$ cat src/rtl/armPkg.sv
`default_nettype none

package armPkg;

  typedef logic [31:0] word_t;
  typedef logic [3:0]  regAddr_t;
  typedef logic [3:0]  flags_t;
  typedef logic [3:0]  aluOp_t;
  typedef logic [1:0]  shiftType_t;
  typedef logic [3:0]  cond_t;
  typedef logic [1:0]  fwdSel_t;

  localparam word_t PC_STEP  = 32'd4;
  localparam int    NUM_REGS = 15;

  // Instruction bit positions
  localparam int I_BIT = 25;
  localparam int S_BIT = 20;
  localparam int L_BIT = 20;

  // Bit positions inside NZCV
  localparam int FLAG_N = 3;
  localparam int FLAG_Z = 2;
  localparam int FLAG_C = 1;
  localparam int FLAG_V = 0;

  localparam aluOp_t OP_AND = 4'b0000;
  localparam aluOp_t OP_EOR = 4'b0001;
  localparam aluOp_t OP_SUB = 4'b0010;
  localparam aluOp_t OP_ADD = 4'b0100;
  localparam aluOp_t OP_CMP = 4'b1010;
  localparam aluOp_t OP_ORR = 4'b1100;
  localparam aluOp_t OP_MOV = 4'b1101;

  localparam shiftType_t SH_LSL = 2'b00;
  localparam shiftType_t SH_LSR = 2'b01;
  localparam shiftType_t SH_ASR = 2'b10;
  localparam shiftType_t SH_ROR = 2'b11;

  localparam cond_t COND_EQ = 4'h0;
  localparam cond_t COND_NE = 4'h1;
  localparam cond_t COND_CS = 4'h2;
  localparam cond_t COND_CC = 4'h3;
  localparam cond_t COND_MI = 4'h4;
  localparam cond_t COND_PL = 4'h5;
  localparam cond_t COND_VS = 4'h6;
  localparam cond_t COND_VC = 4'h7;
  localparam cond_t COND_HI = 4'h8;
  localparam cond_t COND_LS = 4'h9;
  localparam cond_t COND_GE = 4'ha;
  localparam cond_t COND_LT = 4'hb;
  localparam cond_t COND_GT = 4'hc;
  localparam cond_t COND_LE = 4'hd;
  localparam cond_t COND_AL = 4'he;

  localparam fwdSel_t FWD_REG = 2'd0;
  localparam fwdSel_t FWD_WB  = 2'd1;
  localparam fwdSel_t FWD_MEM = 2'd2;

  // Decode to execute
  typedef struct packed {
    cond_t      cond;
    aluOp_t     aluOp;
    logic       setFlags;
    logic       useImm;
    shiftType_t shiftType;
    logic [4:0] shiftAmt;
    logic       isLoad;
    logic       isStore;
    logic       isBranch;
    logic       regWe;
    regAddr_t   rn;
    regAddr_t   rm;
    regAddr_t   rd;
    word_t      rnVal;
    word_t      rmVal;
    word_t      rdVal;
    word_t      imm;
    word_t      pcPlus8;
    logic       valid;
  } decodedOp_t;

  // Execute to memory
  typedef struct packed {
    logic     valid;
    logic     isLoad;
    logic     isStore;
    logic     regWe;
    regAddr_t rd;
    word_t    aluResult;
    word_t    storeData;
  } memOp_t;

  typedef struct packed {
    logic     regWe;
    regAddr_t rd;
    word_t    value;
  } writeBack_t;

endpackage

`default_nettype wire

$ cat src/rtl/regFile.sv
`timescale 1ns/10ps
`default_nettype none

module regFile import armPkg::*; (
  input  logic       clk,
  input  logic       rstN,
  input  regAddr_t   ra1,
  input  regAddr_t   ra2,
  input  regAddr_t   ra3,
  output word_t      rd1,
  output word_t      rd2,
  output word_t      rd3,
  input  writeBack_t wb
);

  word_t regs [NUM_REGS];

  always_ff @(posedge clk or negedge rstN) begin
    if (!rstN) begin
      for (int i = 0; i < NUM_REGS; i++) begin
        regs[i] <= '0;
      end
    end else if (wb.regWe && wb.rd < NUM_REGS) begin
      regs[wb.rd] <= wb.value;
    end
  end

  // Writeback value bypasses the array, r15 reads as zero
  function automatic word_t readReg(regAddr_t ra);
    if (wb.regWe && wb.rd == ra) return wb.value;
    if (ra < NUM_REGS) return regs[ra];
    return '0;
  endfunction

  always_comb begin
    rd1 = readReg(ra1);
    rd2 = readReg(ra2);
    rd3 = readReg(ra3);
  end

  // PC is only changed by branches
  noPcWrite: assert property (@(posedge clk) disable iff (!rstN)
    wb.regWe |-> wb.rd != 4'd15)
    else $error("register file write to r15");

endmodule

`default_nettype wire

$ cat src/rtl/fetchDecode.sv
`timescale 1ns/10ps
`default_nettype none

module fetchDecode import armPkg::*; (
  input  logic       clk,
  input  logic       rstN,
  input  logic       stallF,
  input  logic       stallD,
  input  logic       flushD,
  input  logic       branchTaken,
  input  word_t      branchTarget,
  output word_t      instrAddr,
  input  word_t      instr,
  output regAddr_t   ra1,
  output regAddr_t   ra2,
  output regAddr_t   ra3,
  input  word_t      rd1,
  input  word_t      rd2,
  input  word_t      rd3,
  output logic       usesRn,
  output logic       usesRm,
  output logic       usesRd,
  output decodedOp_t dOp
);

  word_t  pcF;
  word_t  pcPlus4F;
  word_t  instrD;
  logic   validD;
  logic   isDp;
  logic   isMem;
  logic   isBr;
  aluOp_t opD;
  word_t  imm8;
  word_t  rotImm;
  word_t  brOff;

  assign pcPlus4F  = pcF + PC_STEP;
  assign instrAddr = pcF;

  always_ff @(posedge clk or negedge rstN) begin
    if (!rstN) begin
      pcF <= '0;
    end else if (branchTaken) begin
      pcF <= branchTarget;
    end else if (!stallF) begin
      pcF <= pcPlus4F;
    end
  end

  always_ff @(posedge clk or negedge rstN) begin
    if (!rstN) begin
      validD <= 1'b0;
    end else if (flushD) begin
      validD <= 1'b0;
    end else if (!stallD) begin
      validD <= 1'b1;
    end
  end

  always_ff @(posedge clk) begin
    if (!stallD) begin
      instrD <= instr;
    end
  end

  // Instruction class from bits 27:25
  assign isDp  = instrD[27:26] == 2'b00;
  assign isMem = instrD[27:26] == 2'b01;
  assign isBr  = instrD[27:25] == 3'b101;
  assign opD   = isMem ? OP_ADD : instrD[24:21];

  // 8-bit immediate rotated right by twice the rotate field
  assign imm8   = {24'b0, instrD[7:0]};
  assign rotImm = 32'({imm8, imm8} >> {instrD[11:8], 1'b0});
  assign brOff  = {{6{instrD[23]}}, instrD[23:0], 2'b00};

  assign ra1 = instrD[19:16];
  assign ra2 = instrD[3:0];
  assign ra3 = instrD[15:12];

  // Only real source reads may cause a load-use stall
  assign usesRn = validD & ((isDp & opD != OP_MOV) | isMem);
  assign usesRm = validD & isDp & ~instrD[I_BIT];
  assign usesRd = validD & isMem & ~instrD[L_BIT];

  always_comb begin
    dOp.cond      = instrD[31:28];
    dOp.aluOp     = opD;
    dOp.setFlags  = isDp & (instrD[S_BIT] | opD == OP_CMP);
    dOp.useImm    = isMem | instrD[I_BIT];
    dOp.shiftType = instrD[6:5];
    dOp.shiftAmt  = instrD[11:7];
    dOp.isLoad    = isMem & instrD[L_BIT];
    dOp.isStore   = isMem & ~instrD[L_BIT];
    dOp.isBranch  = isBr;
    dOp.regWe     = (isDp & opD != OP_CMP) | (isMem & instrD[L_BIT]);
    dOp.rn        = ra1;
    dOp.rm        = ra2;
    dOp.rd        = ra3;
    dOp.rnVal     = rd1;
    dOp.rmVal     = rd2;
    dOp.rdVal     = rd3;
    dOp.imm       = isBr ? brOff : (isMem ? {20'b0, instrD[11:0]} : rotImm);
    // PC already runs one word ahead of decode
    dOp.pcPlus8   = pcPlus4F;
    dOp.valid     = validD;
  end

endmodule

`default_nettype wire

$ cat src/rtl/execUnit.sv
`timescale 1ns/10ps
`default_nettype none

module execUnit import armPkg::*; (
  input  logic       clk,
  input  logic       rstN,
  input  logic       flushE,
  input  fwdSel_t    fwdA,
  input  fwdSel_t    fwdB,
  input  fwdSel_t    fwdD,
  input  decodedOp_t dOp,
  input  word_t      memResult,
  input  writeBack_t wb,
  output memOp_t     eOp,
  output logic       branchTaken,
  output word_t      branchTarget,
  output regAddr_t   exRn,
  output regAddr_t   exRm,
  output regAddr_t   exRd,
  output regAddr_t   exDest,
  output logic       exIsLoad
);

  decodedOp_t ex;
  flags_t     flagsQ;
  flags_t     aluFlags;
  word_t      srcA, srcM, srcD, shOut, op2, res;
  logic       shCarry, c, v, pass;
  logic [32:0] sum;

  always_ff @(posedge clk or negedge rstN) begin
    if (!rstN) begin
      ex <= '0;
    end else if (flushE) begin
      ex <= '0;
    end else begin
      ex <= dOp;
    end
  end

  function automatic word_t pickOperand(fwdSel_t sel, word_t regVal, word_t memVal,
                                        word_t wbVal);
    if (sel == FWD_MEM) return memVal;
    if (sel == FWD_WB) return wbVal;
    return regVal;
  endfunction

  function automatic logic condPass(cond_t cond, flags_t f);
    case (cond)
      COND_EQ: return f[FLAG_Z];
      COND_NE: return !f[FLAG_Z];
      COND_CS: return f[FLAG_C];
      COND_CC: return !f[FLAG_C];
      COND_MI: return f[FLAG_N];
      COND_PL: return !f[FLAG_N];
      COND_VS: return f[FLAG_V];
      COND_VC: return !f[FLAG_V];
      COND_HI: return f[FLAG_C] && !f[FLAG_Z];
      COND_LS: return !f[FLAG_C] || f[FLAG_Z];
      COND_GE: return f[FLAG_N] == f[FLAG_V];
      COND_LT: return f[FLAG_N] != f[FLAG_V];
      COND_GT: return !f[FLAG_Z] && f[FLAG_N] == f[FLAG_V];
      COND_LE: return f[FLAG_Z] || f[FLAG_N] != f[FLAG_V];
      COND_AL: return 1'b1;
      default: return 1'b0;
    endcase
  endfunction

  assign srcA = pickOperand(fwdA, ex.rnVal, memResult, wb.value);
  assign srcM = pickOperand(fwdB, ex.rmVal, memResult, wb.value);
  assign srcD = pickOperand(fwdD, ex.rdVal, memResult, wb.value);

  // Barrel shifter with the special encodings for amount zero
  always_comb begin
    shOut   = srcM;
    shCarry = flagsQ[FLAG_C];
    case (ex.shiftType)
      SH_LSL: if (ex.shiftAmt != 0) {shCarry, shOut} = {1'b0, srcM} << ex.shiftAmt;
      SH_LSR: begin
        if (ex.shiftAmt == 0) {shCarry, shOut} = {srcM[31], 32'b0};
        else {shOut, shCarry} = {srcM, 1'b0} >> ex.shiftAmt;
      end
      SH_ASR: begin
        if (ex.shiftAmt == 0) {shCarry, shOut} = {33{srcM[31]}};
        else {shOut, shCarry} = $signed({srcM, 1'b0}) >>> ex.shiftAmt;
      end
      default: begin
        // ROR #0 is RRX
        if (ex.shiftAmt == 0) begin
          {shOut, shCarry} = {flagsQ[FLAG_C], srcM};
        end else begin
          shOut   = (srcM >> ex.shiftAmt) | (srcM << (6'd32 - {1'b0, ex.shiftAmt}));
          shCarry = shOut[31];
        end
      end
    endcase
  end

  assign op2 = ex.useImm ? ex.imm : shOut;

  always_comb begin
    sum = '0;
    res = op2;
    c   = ex.useImm ? flagsQ[FLAG_C] : shCarry;
    v   = flagsQ[FLAG_V];
    case (ex.aluOp)
      OP_AND: res = srcA & op2;
      OP_EOR: res = srcA ^ op2;
      OP_ORR: res = srcA | op2;
      OP_SUB, OP_CMP: begin
        sum = {1'b0, srcA} + {1'b0, ~op2} + 33'd1;
        {c, res} = sum;
        v = (srcA[31] != op2[31]) && (res[31] != srcA[31]);
      end
      OP_ADD: begin
        sum = {1'b0, srcA} + {1'b0, op2};
        {c, res} = sum;
        v = (srcA[31] == op2[31]) && (res[31] != srcA[31]);
      end
      default: res = op2;
    endcase
    aluFlags = {res[31], res == '0, c, v};
  end

  assign pass = condPass(ex.cond, flagsQ);

  always_ff @(posedge clk or negedge rstN) begin
    if (!rstN) begin
      flagsQ <= '0;
    end else if (ex.valid && pass && ex.setFlags) begin
      flagsQ <= aluFlags;
    end
  end

  always_comb begin
    eOp.valid     = ex.valid;
    eOp.isLoad    = ex.valid & ex.isLoad & pass;
    eOp.isStore   = ex.valid & ex.isStore & pass;
    eOp.regWe     = ex.valid & ex.regWe & pass;
    eOp.rd        = ex.rd;
    eOp.aluResult = res;
    eOp.storeData = srcD;
  end

  assign branchTaken  = ex.valid & ex.isBranch & pass;
  assign branchTarget = ex.pcPlus8 + ex.imm;

  assign exRn     = ex.rn;
  assign exRm     = ex.rm;
  assign exRd     = ex.rd;
  assign exDest   = ex.rd;
  assign exIsLoad = ex.valid & ex.isLoad;

  // Slot behind a taken branch must come up empty
  branchFlush: assert property (@(posedge clk) disable iff (!rstN)
    branchTaken |=> !ex.valid)
    else $error("instruction survived a taken branch");

endmodule

`default_nettype wire

$ cat src/rtl/resultStage.sv
`timescale 1ns/10ps
`default_nettype none

module resultStage import armPkg::*; (
  input  logic       clk,
  input  logic       rstN,
  input  memOp_t     eOp,
  output word_t      dataAddr,
  output word_t      dataWdata,
  output logic       dataWe,
  input  word_t      dataRdata,
  output word_t      memResult,
  output regAddr_t   memDest,
  output logic       memRegWe,
  output writeBack_t wb
);

  memOp_t   memQ;
  logic     wbRegWe;
  logic     wbLoad;
  regAddr_t wbRd;
  word_t    wbAlu;
  word_t    wbData;

  always_ff @(posedge clk or negedge rstN) begin
    if (!rstN) begin
      memQ    <= '0;
      wbRegWe <= 1'b0;
      wbLoad  <= 1'b0;
    end else begin
      memQ    <= eOp;
      wbRegWe <= memQ.valid & memQ.regWe;
      wbLoad  <= memQ.valid & memQ.isLoad;
    end
  end

  // Writeback payload
  always_ff @(posedge clk) begin
    wbRd   <= memQ.rd;
    wbAlu  <= memQ.aluResult;
    wbData <= dataRdata;
  end

  assign dataAddr  = memQ.aluResult;
  assign dataWdata = memQ.storeData;
  assign dataWe    = memQ.valid & memQ.isStore;
  assign memResult = memQ.aluResult;
  assign memDest   = memQ.rd;
  assign memRegWe  = memQ.valid & memQ.regWe;

  always_comb begin
    wb.regWe = wbRegWe;
    wb.rd    = wbRd;
    wb.value = wbLoad ? wbData : wbAlu;
  end

  // A store never loads and never writes a register afterwards
  storeOnly: assert property (@(posedge clk) disable iff (!rstN)
    dataWe |-> !memQ.isLoad ##1 !wb.regWe)
    else $error("store mixed with a load or register write");

endmodule

`default_nettype wire

$ cat src/rtl/hazardUnit.sv
`timescale 1ns/10ps
`default_nettype none

module hazardUnit import armPkg::*; (
  input  regAddr_t   decRn,
  input  regAddr_t   decRm,
  input  regAddr_t   decRd,
  input  logic       decUsesRn,
  input  logic       decUsesRm,
  input  logic       decUsesRd,
  input  regAddr_t   exRn,
  input  regAddr_t   exRm,
  input  regAddr_t   exRd,
  input  regAddr_t   exDest,
  input  logic       exRegWe,
  input  logic       exIsLoad,
  input  regAddr_t   memDest,
  input  logic       memRegWe,
  input  writeBack_t wb,
  input  logic       branchTaken,
  output fwdSel_t    fwdA,
  output fwdSel_t    fwdB,
  output fwdSel_t    fwdD,
  output logic       stallF,
  output logic       stallD,
  output logic       flushD,
  output logic       flushE
);

  logic loadUse;

  // Memory stage holds the younger result, so it wins
  function automatic fwdSel_t pickFwd(regAddr_t src);
    if (memRegWe && memDest == src) return FWD_MEM;
    if (wb.regWe && wb.rd == src) return FWD_WB;
    return FWD_REG;
  endfunction

  always_comb begin
    fwdA = pickFwd(exRn);
    fwdB = pickFwd(exRm);
    fwdD = pickFwd(exRd);
  end

  // Load result exists only after the memory stage
  assign loadUse = exIsLoad & exRegWe &
                   ((decUsesRn & decRn == exDest) |
                    (decUsesRm & decRm == exDest) |
                    (decUsesRd & decRd == exDest));

  assign stallF = loadUse;
  assign stallD = loadUse;
  assign flushD = branchTaken;
  assign flushE = loadUse | branchTaken;

  // A branch in execute is never a load
  always_comb begin
    stallVsFlush: assert (!(stallD && flushD))
      else $error("decode stalled and flushed at once");
  end

endmodule

`default_nettype wire

$ cat src/rtl/armPipe.sv
`timescale 1ns/10ps
`default_nettype none

module armPipe import armPkg::*; (
  input  logic  clk,
  input  logic  rstN,
  output word_t instrAddr,
  input  word_t instr,
  output word_t dataAddr,
  output word_t dataWdata,
  output logic  dataWe,
  input  word_t dataRdata
);

  decodedOp_t dOp;
  memOp_t     eOp;
  writeBack_t wb;
  regAddr_t   ra1, ra2, ra3;
  word_t      rd1, rd2, rd3;
  logic       usesRn, usesRm, usesRd;
  logic       branchTaken;
  word_t      branchTarget;
  regAddr_t   exRn, exRm, exRd, exDest;
  logic       exIsLoad;
  word_t      memResult;
  regAddr_t   memDest;
  logic       memRegWe;
  fwdSel_t    fwdA, fwdB, fwdD;
  logic       stallF, stallD, flushD, flushE;

  regFile regFile_i (
    .clk(clk), .rstN(rstN),
    .ra1(ra1), .ra2(ra2), .ra3(ra3),
    .rd1(rd1), .rd2(rd2), .rd3(rd3),
    .wb(wb)
  );

  fetchDecode fetchDecode_i (
    .clk(clk), .rstN(rstN),
    .stallF(stallF), .stallD(stallD), .flushD(flushD),
    .branchTaken(branchTaken), .branchTarget(branchTarget),
    .instrAddr(instrAddr), .instr(instr),
    .ra1(ra1), .ra2(ra2), .ra3(ra3),
    .rd1(rd1), .rd2(rd2), .rd3(rd3),
    .usesRn(usesRn), .usesRm(usesRm), .usesRd(usesRd),
    .dOp(dOp)
  );

  execUnit execUnit_i (
    .clk(clk), .rstN(rstN), .flushE(flushE),
    .fwdA(fwdA), .fwdB(fwdB), .fwdD(fwdD),
    .dOp(dOp), .memResult(memResult), .wb(wb), .eOp(eOp),
    .branchTaken(branchTaken), .branchTarget(branchTarget),
    .exRn(exRn), .exRm(exRm), .exRd(exRd), .exDest(exDest),
    .exIsLoad(exIsLoad)
  );

  resultStage resultStage_i (
    .clk(clk), .rstN(rstN), .eOp(eOp),
    .dataAddr(dataAddr), .dataWdata(dataWdata), .dataWe(dataWe),
    .dataRdata(dataRdata), .memResult(memResult),
    .memDest(memDest), .memRegWe(memRegWe), .wb(wb)
  );

  hazardUnit hazardUnit_i (
    .decRn(ra1), .decRm(ra2), .decRd(ra3),
    .decUsesRn(usesRn), .decUsesRm(usesRm), .decUsesRd(usesRd),
    .exRn(exRn), .exRm(exRm), .exRd(exRd), .exDest(exDest),
    .exRegWe(eOp.regWe), .exIsLoad(exIsLoad),
    .memDest(memDest), .memRegWe(memRegWe), .wb(wb),
    .branchTaken(branchTaken),
    .fwdA(fwdA), .fwdB(fwdB), .fwdD(fwdD),
    .stallF(stallF), .stallD(stallD), .flushD(flushD), .flushE(flushE)
  );

endmodule

`default_nettype wire

$ cat config.mk
export PLATFORM = sky130hd
export DESIGN_NAME = armPipe
export DESIGN_NICKNAME = d
export VERILOG_FILES = /design/src/rtl/armPkg.sv /design/src/rtl/regFile.sv /design/src/rtl/fetchDecode.sv /design/src/rtl/execUnit.sv /design/src/rtl/resultStage.sv /design/src/rtl/hazardUnit.sv /design/src/rtl/armPipe.sv
export SDC_FILE = /design/constraint.sdc
export NUM_CORES = 2
export LEC_CHECK = 0
export BUFFER_PORTS_ARGS = -buffer_cell sky130_fd_sc_hd__buf_2
export CAP_MARGIN = 5
export CORE_MARGIN = 4
export CORE_UTILIZATION = 26
export DETAILED_ROUTE_END_ITERATION = 6
export PLACE_DENSITY = 0.51
export SLEW_MARGIN = 20
export SYNTH_ARGS = -nofsm -noshare
export SYNTH_HDL_FRONTEND = slang
export SYNTH_SLANG_ARGS = --single-unit
$ cat constraint.sdc
create_clock -name clk -period 7.7 [get_ports clk]
set_clock_uncertainty 0.15 [all_clocks]
set_input_delay 1.54 -clock clk [delete_from_list [all_inputs] [get_ports clk]]
set_output_delay 1.54 -clock clk [all_outputs]
set_load 0.005 [all_outputs]
==> results.py <==
metrics = {
    "run_status": {
        "status": "complete, but fails checks",
        "failed_checks": "setup timing",
    },
    "layout": {
        "layout-drive-gt1-share_pct": 32.1,
        "area_growth_pct": 25.6,
        "layout.cells.non_filler": 10000,
        "nFillCells": 23600,
        "fin_nets": 7100,
    },
    "routing": {
        "avgRoutedWirePerCell_um": 29.7,
        "drcViolationCount": 0,
        "antenna_left": 0,
        "dr.pass1.iters": 6,
        "wirelength_um": 298000,
        "via_per_inst": 5.60,
        "vias": 56100,
        "drt_iter0_drc": 5867,
    },
    "synthesis": {
        "synthTopCellsByArea": "dfrtp_1, mux4_2, a21oi_1",
        "synthFlopType": "dfrtp_1",
        "synth_area_per_cell_um2": 9.75,
        "yosysMostFrequentCell": "dfrtp_1",
        "ys_top_cells_by_count": "dfrtp_1, nor2_1, a21oi_1",
        "synth_nets": 6402,
        "synth_edf_count": 32,
        "syn-instance-count": 6203,
        "synth_top_area_share_pct": 32.5,
        "yosysTopAreaCell": "dfrtp_1",
        "async_flop_share_pct": 88.7,
        "syn-cell-area_mm2": 0.0605,
        "yosys_warnings": 0,
        "ys_types": 89,
        "synth-seq-cells": 885,
        "yosysSeqAreaShare_pct": 36.3,
    },
    "clock_network": {
        "cts_tree": "built",
        "hold_buffers": 0,
        "clkSlewWorstSetupHoldPaths_ns": 0.07,
        "cts_root_buf": "clkbuf_16",
        "cts_sinks": 885,
        "numCtsBuffers": 97,
        "htree_levels": 3,
        "clockBufferDepth": 3,
        "clock_latency_ns": 0.72,
    },
    "worst_setup_path": {
        "crit_arrival_ns": 8.23,
        "criticalPathCategory": "flip-flop to flip-flop",
        "start_kind": "flip-flop",
        "cpMostUsedCell": "buf_4",
        "required_ns": 8.20,
        "cpPeakStageDelay_ns": 0.67,
        "path_max_fanout": 5,
        "slowest_stage": "or4_4",
        "worstSetupEndpointType": "flip-flop",
    },
    "sta": {
        "maxSlewViolCount": 0,
        "worstMarginPinSlew_ns": 1.11,
        "min_period_ns": 7.72,
        "finalCritPeriodShare_pct": 100,
        "rsz0062_at_grt": "true",
        "max_freq_ghz": 0.129,
        "hold_viol_final": 0,
        "relSlewSlack_pct": 25.1,
        "setup_slack_ns": -0.0221,
        "setup_viol": 1,
    },
    "floorplanning": {
        "ioPinCount": 163,
        "die_y_um": 490,
        "start_util_pct": 26.2,
        "rows": 176,
        "die_x_um": 490,
        "core_area_mm2": 0.231,
        "die_area_mm2": 0.240,
    },
    "placement": {
        "routabilityCongestion": 1.05,
        "place_inst": 9777,
        "dp_slack_ns": -1.21,
        "place_hpwl_um": 218000,
        "port_buffers": 162,
    },
    "power_and_ir_drop": {
        "p_per_area_mw_per_mm2": 342,
        "ir_drop_mv": 0.180,
        "leakagePower_nw": 32.1,
    },
    "global_route": {
        "first_global_vias": 56300,
        "grt_overflow_total": 0,
        "track_usage_pct": 24.0,
        "grt_max_degree": 162,
        "antenna_found_initial": 11,
        "grt_pass1_wl_um": 423000,
    },
    "job": {
        "drv_cap": 0,
    },
    "hold_path": {
        "worst_hold_path_type": "flip-flop to flip-flop",
    },
}
[layer usage]
| layer | share of wire (%) | vias to the layer above | GRT usage [%] |
|---|---|---|---|
| li1 | - | 24400 | - |
| met1 | 40 | 28600 | 30.6 |
| met2 | 46 | 2363 | 38.6 |
| met3 | 6.5 | 665 | 3.56 |
| met4 | 7.2 | 8 | 14.1 |
| met5 | 0.012 | - | 0 |
[cells by family (layout without fill, tap and decap cells)]
group	Yosys count	count (layout)	share of synthesized area [%]
xor+xnor	135	135	1.95
flops	885	885	36.3
fa+ha+maj	133	133	2.79
mux	781	781	23.0
other cells	0	10	0
simple gates	1747	1747	12.4
compound gates	1793	1793	18.5
buf+inv	729	1508	5.06
[stage by stage]
step / power (mW) / instance area (um^2) / hold slack [ns] / util, % / TNS, ns
global placement: 20.0 / 70800 / 0.257 / 30.7 / -2.78
finish: 26.0 / 76000 / 0.270 / 32.9 / -0.0221
global route: 27.2 / 76000 / 0.283 / 32.9 / -0.134
CTS: 25.6 / 75400 / 0.266 / 32.7 / 0
floorplan: 14.1 / 60500 / 0.202 / - / 0
detailed placement: 20.2 / 70800 / 0.244 / 30.7 / -2.55
[layout make-up]
class	instances	area, um^2	area share, %
Tap cell	3026	3790	4.98
Antenna cell	10	25.0	0.0329
Inverter	123	465	0.613
Clock buffer	124	2690	3.54
Multi-Input combinational cell	4589	37000	48.7
Clock inverter	56	771	1.01
Timing Repair Buffer	1205	9270	12.2
Sequential cell	885	22000	28.9
[cell usage in the layout (no fill, tap or decap), drive strengths merged, types with 24 or more instances in the layout]
cell type / Yosys / final
a221oi: 30 / 30
a31oi: 24 / 24
o31ai: 64 / 64
nand2: 555 / 555
nor2: 753 / 753
a21o: 32 / 32
xnor2: 75 / 75
clkbuf: 442 / 125
a211oi: 45 / 45
a21oi: 619 / 619
clkinv: 1 / 30
o221ai: 29 / 29
o311ai: 38 / 38
mux2i: 191 / 191
a22oi: 124 / 124
mux4: 475 / 475
and2: 52 / 52
dfxtp: 68 / 68
nand2b: 41 / 41
inv: 122 / 128
o22ai: 44 / 44
o31a: 35 / 35
xor2: 60 / 60
o211ai: 47 / 47
o21ai: 455 / 455
edfxtp: 32 / 32
mux2: 115 / 115
dfrtp: 785 / 785
nor3: 68 / 68
and3: 64 / 64
buf: 164 / 1202
nand3: 100 / 100
ha: 130 / 130
[critical path, delay by kind of cell, from the launching register on]
kind / cells / cell delay [ns]
simple gates: 7 / 1.91
fa+ha+maj: 1 / 0.38
compound gates: 14 / 2.65
mux: 1 / 0.50
buf+inv: 10 / 1.44
flops: 1 / 0.43
xor+xnor: 1 / 0.18
[power by group]
part	leakage [nW]	total (mW)	switching [mW]	internal [mW]
Clock	1.69	5.09	2.10	3.00
Sequential	11.1	7.69	1.46	6.23
Combinational	19.3	13.2	7.18	6.02
[timing repair]
| action | in CTS | in global routing |
|---|---|---|
| pin swaps | 53 | 39 |
| buffers inserted | 39 | 15 |
| cloned | 4 | 1 |
| gates resized for setup | 174 | 88 |
| setup endpoints to repair | 9 | 8 |
[final timing paths]
check                                        startpoint                                to  slack [ns]  depth (start not counted)
setup / recovery           execUnit_i.exRm[3]$_DFF_PN0_  execUnit_i.flagsQ[2]$_DFFE_PN0P_       -0.02                         34
hold / removal             execUnit_i.eOp[71]$_DFF_PN0_  resultStage_i.memQ[71]$_DFF_PN0_        0.27                          0
setup reg to reg           execUnit_i.exRm[3]$_DFF_PN0_  execUnit_i.flagsQ[2]$_DFFE_PN0P_       -0.02                         34
hold reg to reg            execUnit_i.eOp[71]$_DFF_PN0_  resultStage_i.memQ[71]$_DFF_PN0_        0.27                          0
max in group asynchronous                          rstN      execUnit_i.ex[177]$_DFF_PN0_        5.22                          2
min in group asynchronous                          rstN   regFile_i.regs[155]$_DFFE_PN0P_        0.73                          1
[sequential cells by signal, indices dropped and copies added, names as in the netlist, 32 cells and up]
signal,count
resultStage_i.dataAddr,32
execUnit_i.ex,181
resultStage_i.wbAlu,32
resultStage_i.wbData,32
fetchDecode_i.instrD,32
resultStage_i.dataWdata,32
regFile_i.regs,480
fetchDecode_i.instrAddr,32
No activity file was read; power rests on OpenSTA's default activity.
